`config.mk`:
```
export PLATFORM = sky130hd
export DESIGN_NAME = mirror_top
export DESIGN_NICKNAME = d
export VERILOG_FILES = /design/src/rtl/mirror_pkg.sv /design/src/rtl/line_compose.sv /design/src/rtl/line_delay.sv /design/src/rtl/line_reverse.sv /design/src/rtl/mirror_regs.sv /design/src/rtl/mirror_top.sv
export SDC_FILE = /design/constraint.sdc
export NUM_CORES = 1
export LEC_CHECK = 0
export BUFFER_PORTS_ARGS = -buffer_cell sky130_fd_sc_hd__buf_2
export CORE_MARGIN = 5
export CORE_UTILIZATION = 45
export CTS_BUF_LIST = sky130_fd_sc_hd__clkbuf_4 sky130_fd_sc_hd__clkbuf_8 sky130_fd_sc_hd__clkbuf_16
export DETAILED_ROUTE_END_ITERATION = 10
export GPL_TIMING_DRIVEN = 1
export PLACE_DENSITY = 0.68
export SLEW_MARGIN = 20
export SYNTH_ARGS = -nofsm -noshare
export SYNTH_HDL_FRONTEND = slang
export SYNTH_HIERARCHICAL = 1
export SYNTH_SLANG_ARGS = --single-unit
```
`constraint.sdc`:
```
create_clock -name clk -period 3.41 [get_ports clk]
set_clock_uncertainty 0.15 [all_clocks]
set_input_delay 0.5115 -clock clk [delete_from_list [all_inputs] [get_ports clk]]
set_output_delay 0.5115 -clock clk [all_outputs]
set_load 0.02 [all_outputs]
```
`src/rtl/mirror_pkg.sv`:
```
package mirror_pkg;

    // Pixels per line, must be even
    localparam int unsigned LINE_WIDTH = 16;

    localparam int unsigned PTR_BITS = $clog2(LINE_WIDTH);

    // Column indices used by the buffers and the combiner
    localparam logic [PTR_BITS-1:0] LAST_COL = PTR_BITS'(LINE_WIDTH - 1);
    localparam logic [PTR_BITS-1:0] HALF_COL = PTR_BITS'(LINE_WIDTH / 2);

    // APB byte addresses
    localparam logic [7:0] ADDR_CTRL = 8'h00;
    localparam logic [7:0] ADDR_STATUS = 8'h04;

    // One beat of the RGB565 stream
    typedef struct packed {
        logic        valid;
        logic [15:0] data;
    } pixel_t;

    // MODE_RSVD is treated like MODE_PASS
    typedef enum logic [1:0] {
        MODE_PASS    = 2'd0,
        MODE_MIRROR  = 2'd1,
        MODE_KALEIDO = 2'd2,
        MODE_RSVD    = 2'd3
    } compose_mode_e;

    typedef struct packed {
        compose_mode_e mode;
        logic          swap;
    } mirror_cfg_t;

    // Configuration after reset: pass through with the byte swap on
    localparam mirror_cfg_t CFG_RESET = '{
        mode: MODE_PASS,
        swap: 1'b1
    };

endpackage

```
`src/rtl/line_compose.sv`:
```
`timescale 1ns/1ps

module line_compose (
    input  logic                    clk,
    input  logic                    rst,
    input  mirror_pkg::pixel_t      fwd_pix,
    input  mirror_pkg::pixel_t      rev_pix,
    input  mirror_pkg::mirror_cfg_t cfg,
    output mirror_pkg::pixel_t      pix_out,
    output logic                    line_done
);

    logic [mirror_pkg::PTR_BITS-1:0] col;
    mirror_pkg::mirror_cfg_t         cfg_q;
    mirror_pkg::mirror_cfg_t         cfg_cur;
    logic                            take_rev;
    logic [15:0]                     sel_data;
    logic [15:0]                     swp_data;
    logic                            out_valid;
    logic [15:0]                     out_data;

    // Column 0 uses the live register so a new mode applies from the first beat
    assign cfg_cur = (col == '0) ? cfg : cfg_q;

    always_comb begin
        case (cfg_cur.mode)
            mirror_pkg::MODE_MIRROR:  take_rev = 1'b1;
            mirror_pkg::MODE_KALEIDO: take_rev = (col >= mirror_pkg::HALF_COL);
            default:                  take_rev = 1'b0;
        endcase
    end

    assign sel_data = take_rev ? rev_pix.data : fwd_pix.data;
    assign swp_data = cfg_cur.swap ? {sel_data[7:0], sel_data[15:8]} : sel_data;

    always_ff @(posedge clk) begin
        if (fwd_pix.valid) begin
            out_data <= swp_data;
        end
    end

    always_ff @(posedge clk) begin
        if (rst) begin
            col       <= '0;
            cfg_q     <= mirror_pkg::CFG_RESET;
            out_valid <= 1'b0;
            line_done <= 1'b0;
        end else begin
            out_valid <= fwd_pix.valid;
            line_done <= fwd_pix.valid && (col == mirror_pkg::LAST_COL);
            if (fwd_pix.valid) begin
                col <= (col == mirror_pkg::LAST_COL) ? '0 : col + 1'b1;
                if (col == '0) begin
                    cfg_q <= cfg;
                end
            end
        end
    end

    assign pix_out.valid = out_valid;
    assign pix_out.data = out_data;

endmodule

```
`src/rtl/line_delay.sv`:
```
`timescale 1ns/1ps

module line_delay (
    input  logic               clk,
    input  logic               rst,
    input  mirror_pkg::pixel_t pix_in,
    output mirror_pkg::pixel_t pix_out
);

    logic [15:0] mem0 [mirror_pkg::LINE_WIDTH];
    logic [15:0] mem1 [mirror_pkg::LINE_WIDTH];

    logic [mirror_pkg::PTR_BITS-1:0] wr_ptr;
    logic [mirror_pkg::PTR_BITS-1:0] rd_ptr;
    logic                            wr_sel;
    logic                            rd_sel;
    logic                            full0;
    logic                            full1;
    logic                            rd_full;
    logic                            wr_last;
    logic                            rd_last;
    logic                            rd_valid;
    logic [15:0]                     rd_data;
    logic                            out_valid;
    logic [15:0]                     out_data;

    assign rd_sel = ~wr_sel;
    assign rd_full = rd_sel ? full1 : full0;
    assign wr_last = pix_in.valid && (wr_ptr == mirror_pkg::LAST_COL);
    assign rd_last = rd_full && (rd_ptr == mirror_pkg::LAST_COL);

    always_ff @(posedge clk) begin
        if (pix_in.valid) begin
            if (wr_sel) begin
                mem1[wr_ptr] <= pix_in.data;
            end else begin
                mem0[wr_ptr] <= pix_in.data;
            end
        end
    end

    // Same two-stage read path as line_reverse so both outputs stay in step
    always_ff @(posedge clk) begin
        if (rd_full) begin
            rd_data <= rd_sel ? mem1[rd_ptr] : mem0[rd_ptr];
        end
        out_data <= rd_data;
    end

    always_ff @(posedge clk) begin
        if (rst) begin
            wr_ptr    <= '0;
            rd_ptr    <= '0;
            wr_sel    <= 1'b0;
            full0     <= 1'b0;
            full1     <= 1'b0;
            rd_valid  <= 1'b0;
            out_valid <= 1'b0;
        end else begin
            rd_valid  <= rd_full;
            out_valid <= rd_valid;

            if (pix_in.valid) begin
                wr_ptr <= wr_last ? '0 : wr_ptr + 1'b1;
            end
            if (wr_last) begin
                wr_sel <= ~wr_sel;
            end
            if (rd_full) begin
                rd_ptr <= rd_last ? '0 : rd_ptr + 1'b1;
            end

            // A completed write never targets the memory being drained
            if (rd_last) begin
                if (rd_sel) begin
                    full1 <= 1'b0;
                end else begin
                    full0 <= 1'b0;
                end
            end
            if (wr_last) begin
                if (wr_sel) begin
                    full1 <= 1'b1;
                end else begin
                    full0 <= 1'b1;
                end
            end
        end
    end

    assign pix_out.valid = out_valid;
    assign pix_out.data = out_data;

endmodule

```
`src/rtl/line_reverse.sv`:
```
`timescale 1ns/1ps

module line_reverse (
    input  logic               clk,
    input  logic               rst,
    input  mirror_pkg::pixel_t pix_in,
    output mirror_pkg::pixel_t pix_out
);

    logic [15:0] mem0 [mirror_pkg::LINE_WIDTH];
    logic [15:0] mem1 [mirror_pkg::LINE_WIDTH];

    logic [mirror_pkg::PTR_BITS-1:0] wr_ptr;
    logic [mirror_pkg::PTR_BITS-1:0] rd_ptr;
    logic                            wr_sel;
    logic                            rd_sel;
    logic                            full0;
    logic                            full1;
    logic                            rd_full;
    logic                            wr_last;
    logic                            rd_last;
    logic                            rd_valid;
    logic [15:0]                     rd_data;
    logic                            out_valid;
    logic [15:0]                     out_data;

    // The memory not being written is the one being replayed
    assign rd_sel = ~wr_sel;
    assign rd_full = rd_sel ? full1 : full0;
    assign wr_last = pix_in.valid && (wr_ptr == mirror_pkg::LAST_COL);
    assign rd_last = rd_full && (rd_ptr == '0);

    always_ff @(posedge clk) begin
        if (pix_in.valid) begin
            if (wr_sel) begin
                mem1[wr_ptr] <= pix_in.data;
            end else begin
                mem0[wr_ptr] <= pix_in.data;
            end
        end
    end

    // Read stage, then an output register, so beat 0 leaves two edges after the line fills
    always_ff @(posedge clk) begin
        if (rd_full) begin
            rd_data <= rd_sel ? mem1[rd_ptr] : mem0[rd_ptr];
        end
        out_data <= rd_data;
    end

    always_ff @(posedge clk) begin
        if (rst) begin
            wr_ptr    <= '0;
            rd_ptr    <= mirror_pkg::LAST_COL;
            wr_sel    <= 1'b0;
            full0     <= 1'b0;
            full1     <= 1'b0;
            rd_valid  <= 1'b0;
            out_valid <= 1'b0;
        end else begin
            rd_valid  <= rd_full;
            out_valid <= rd_valid;

            if (pix_in.valid) begin
                wr_ptr <= wr_last ? '0 : wr_ptr + 1'b1;
            end
            if (wr_last) begin
                wr_sel <= ~wr_sel;
            end

            // Columns are replayed from the right edge back to column 0
            if (rd_full) begin
                rd_ptr <= rd_last ? mirror_pkg::LAST_COL : rd_ptr - 1'b1;
            end

            if (rd_last && !rd_sel) begin
                full0 <= 1'b0;
            end
            if (rd_last && rd_sel) begin
                full1 <= 1'b0;
            end
            if (wr_last && !wr_sel) begin
                full0 <= 1'b1;
            end
            if (wr_last && wr_sel) begin
                full1 <= 1'b1;
            end
        end
    end

    assign pix_out.valid = out_valid;
    assign pix_out.data = out_data;

endmodule

```
`src/rtl/mirror_regs.sv`:
```
`timescale 1ns/1ps

module mirror_regs (
    input  logic                    clk,
    input  logic                    rst,
    input  logic                    psel,
    input  logic                    penable,
    input  logic                    pwrite,
    input  logic [7:0]              paddr,
    input  logic [31:0]             pwdata,
    output logic [31:0]             prdata,
    output logic                    pready,
    output logic                    pslverr,
    input  logic                    line_done,
    output mirror_pkg::mirror_cfg_t cfg
);

    logic                    access;
    logic                    ctrl_hit;
    logic                    status_hit;
    mirror_pkg::mirror_cfg_t cfg_q;
    logic [15:0]             line_count;

    assign access = psel && penable;
    assign ctrl_hit = (paddr == mirror_pkg::ADDR_CTRL);
    assign status_hit = (paddr == mirror_pkg::ADDR_STATUS);

    // No wait states
    assign pready = 1'b1;
    assign pslverr = access && !(ctrl_hit || status_hit);

    always_ff @(posedge clk) begin
        if (rst) begin
            cfg_q <= mirror_pkg::CFG_RESET;
        end else if (access && pwrite && ctrl_hit) begin
            cfg_q.mode <= mirror_pkg::compose_mode_e'(pwdata[1:0]);
            cfg_q.swap <= pwdata[4];
        end
    end

    // Output line counter, wraps at 16 bits
    always_ff @(posedge clk) begin
        if (rst) begin
            line_count <= '0;
        end else if (line_done) begin
            line_count <= line_count + 16'd1;
        end
    end

    always_comb begin
        prdata = '0;
        if (psel && !pwrite) begin
            if (ctrl_hit) begin
                prdata[1:0] = cfg_q.mode;
                prdata[4]   = cfg_q.swap;
            end else if (status_hit) begin
                prdata[15:0] = line_count;
            end
        end
    end

    assign cfg = cfg_q;

endmodule

```
`src/rtl/mirror_top.sv`:
```
`timescale 1ns/1ps

module mirror_top (
    input  logic               clk,
    input  logic               rst,
    input  logic               psel,
    input  logic               penable,
    input  logic               pwrite,
    input  logic [7:0]         paddr,
    input  logic [31:0]        pwdata,
    output logic [31:0]        prdata,
    output logic               pready,
    output logic               pslverr,
    input  mirror_pkg::pixel_t pix_in,
    output mirror_pkg::pixel_t pix_out
);

    mirror_pkg::mirror_cfg_t cfg;
    mirror_pkg::pixel_t      rev_pix;
    mirror_pkg::pixel_t      fwd_pix;
    logic                    line_done;

    mirror_regs u_regs (
        .clk       (clk),
        .rst       (rst),
        .psel      (psel),
        .penable   (penable),
        .pwrite    (pwrite),
        .paddr     (paddr),
        .pwdata    (pwdata),
        .prdata    (prdata),
        .pready    (pready),
        .pslverr   (pslverr),
        .line_done (line_done),
        .cfg       (cfg)
    );

    // Both buffers take the same input so their bursts line up
    line_reverse u_reverse (
        .clk     (clk),
        .rst     (rst),
        .pix_in  (pix_in),
        .pix_out (rev_pix)
    );

    line_delay u_delay (
        .clk     (clk),
        .rst     (rst),
        .pix_in  (pix_in),
        .pix_out (fwd_pix)
    );

    line_compose u_compose (
        .clk       (clk),
        .rst       (rst),
        .fwd_pix   (fwd_pix),
        .rev_pix   (rev_pix),
        .cfg       (cfg),
        .pix_out   (pix_out),
        .line_done (line_done)
    );

endmodule

```
==> summary.md <==
| Metric | Value |
|---|---|
| Status | completed |
| Leak Pwr | 0.01928 uW |
| WHS Path Cells | 1 |
| Row cnt | 118 |
| Die footprint | 0.1104 mm^2 |
| Cts bufs inserted | 109 |
| NetSw | 5512 uW |
| Fmax | 356.8 MHz |
| Synth Instances | 2780 |
| Post-Place Worst Slack | 0.6201 ns |
| HPWL after DPL | 61390 um |
| Clock Sinks | 1164 |
| VDD IR max | 495.3 uV |
| Sw Ratio | 0.1945 |
| Global Route Usage Sum | 0.1819 |
| Fill count | 8302 |
| Worst-path clk slew | 0.06 ns |
| Slew headroom | 0.2775 |
| Synth-to-layout area growth | 12.16% |
| Cell Int Power | 22830 uW |
| WL per Instance | 23.53 um |
| Core Area | 0.1033 mm^2 |
| Die height | 332.3 um |
| Final min period | 2.802 ns |
| Crit path depth | 3 |
| Clock Tree Root | clkbuf_16 |
| Nets@finish | 3004 |
| RSZ-0062 raised after global routing | false |
| Initial antenna violation count | 2 |
| Finished Core Util | 0.5073 |
| First-pass GRT wire length | 154100 um |
| Synth warn | 6 |
| H-tree Lvls | 3 |
| Cell area after synthesis | 0.04675 mm^2 |
| GPL Wtd Cong | 0.8052 |
| Initial Util | 0.4523 |
| Largest net degree at the start of global routing | 65 |
| CP Capture Type | output pin |
| Final setup viols | 0 |
| Logic pwr share | 0.015 |
| Startpoint types | flop |
| Clock Tree Buf Depth | 3 |
| Slowest CP cell | dfxtp_2 |
| Seq. cell area | 0.03404 mm^2 |
| Crit path max-delay family | flip-flops |
| Arr. time, crit path | 2.14 ns |
| Via count | 24730 |
| CP Class | reg2out |
| Detailed Route Iter0 Violations | 2194 |
| Fin crit share | 0.8218 |
| Remaining DRCs | 0 |
| Number of max-cap violations | 0 |
| Vias in the first global route | 24800 |
| CP required | 2.75 ns |
| Clk_lat worst skew | 0.69 ns |
| Fin Setup TNS | 0 ns |
| CTS tree | built |
| Clock power share | 0.432 |
| PD cells | 540.6 mW/mm^2 |
| Final worst slack | 0.6076 ns |
| Area of the multi-input gates | 0.01137 mm^2 |
| Cells along the critical path | mux2i_1, nor2_1, buf_2 |
| Worst slew pin tran | 1.084 ns |
| Total gr overflow | 0 |
| Buffers on Ports | 66 |
| Sequential Power Share | 0.553 |
| Via-to-Cell Ratio | 5.613 |
| Crit-path max cell delay | 0.99 ns |
| Synthesized area per cell | 16.82 um^2 |
| Drt total wl | 103700 um |
| Worst Hold Class | in2reg |
| Critical-path maximum fanout | 35 |
| Initial DRT Pass Iterations | 6 |
| Io pins | 113 |
| Share of layout cells above drive strength 1 | 0.1423 |
| R2r worst-path depth | 6 |
| Chip width | 332.3 um |
| Bufs and invs on worst path | 1 |
| Fin. Hold Viols | 0 |
| Max-slew violation count | 0 |
| Antenna-violating nets left | 0 |
==> repair_timing <==
item                      CTS  global route
setup buffers               0             0
hold buffers                3             0
gates resized for setup     0             0
hold endpoints to repair    3             0
==> state kept, by name (all words and copies together), names as in the netlist, 3 cells and up, named ones only <==
| name | count |
|---|---|
| u_delay/out_data | 16 |
| u_reverse/out_data | 16 |
| u_compose/out_data | 16 |
| u_reverse/mem0 | 256 |
| u_reverse/rd_data | 16 |
| u_delay/mem1 | 256 |
| u_reverse/mem1 | 256 |
| u_delay/rd_ptr | 4 |
| u_reverse/rd_ptr | 4 |
| u_compose/col | 4 |
| u_delay/mem0 | 256 |
| u_compose/cfg_q | 3 |
| u_regs/cfg | 3 |
| u_delay/wr_ptr | 4 |
| u_delay/rd_data | 16 |
| u_reverse/wr_ptr | 4 |
| u_regs/line_count | 16 |
==> cell usage in the layout, fill, tap and decap left out, types with 38 or more instances in the layout <==
cell type and instances:
dfxtp_1 88, a21oi_1 81, mux2i_1 624, nand3_1 78, a22oi_1 128, buf_2 64, a22o_1 64, buf_4 121
edfxtp_1 1072, nand2_1 89, and2_1 38, nor3_1 41, clkbuf_16 111, nor2_1 59
==> metal layers <==
layer  part of all wire  track usage
met4              0.033      0.06637
met1               0.41       0.2459
met5                  0            0
met2               0.49       0.3036
met3              0.067      0.02579
==> path summary, 6_finish.rpt <==
| check | slack, ns | endpoint | startpoint |
|---|---|---|---|
| max | 0.61 | prdata[4] | u_regs/cfg[0]$_SDFFE_PP1P_ |
| min | 0.09 | u_delay/mem1[7][3]$_DFFE_PP_ | pix_in[3] |
| max reg2reg | 0.61 | u_reverse/rd_data[14]$_DFFE_PP_ | flop |
| min reg2reg | 0.19 | u_delay/out_data[5]$_DFF_P_ | u_delay/rd_data[5]$_DFFE_PN_ |
==> final cells by class <==
cell class / instances / share of cell area
Clock buffer: 139 / 0.05734
Tap cell: 1380 / 0.03293
Sequential cell: 1164 / 0.6492
Multi-Input combinational cell: 1432 / 0.2169
Timing Repair Buffer: 201 / 0.02897
Clock inverter: 67 / 0.01312
Inverter: 18 / 0.001289
Antenna cell: 5 / 0.0002386
==> stage by stage <==
step | hold slack (ns) | area [um^2] | cells | total power, uW
after floorplan | 0.1733 | 46800 | 2795 | 16100
after global placement | 0.1763 | 48690 | 4192 | 16370
after detailed placement | 0.1769 | 48690 | 4192 | 16400
after CTS | 0.04374 | 52420 | 4401 | 28550
after global routing | 0.06859 | 52420 | 4401 | 29200
final | 0.09275 | 52430 | 4406 | 28350
==> power groups by stage <==
stage	registers (uW)	logic, uW	clock network, uW
3_3_place_gp	16000	408	0
3_5_place_dp	16000	431	0
5_1_grt	15700	466	13100
2_1_floorplan	16000	132	0
6_report	15700	432	12200
4_1_cts	15700	434	12500
No activity file was read; power rests on OpenSTA's default activity.
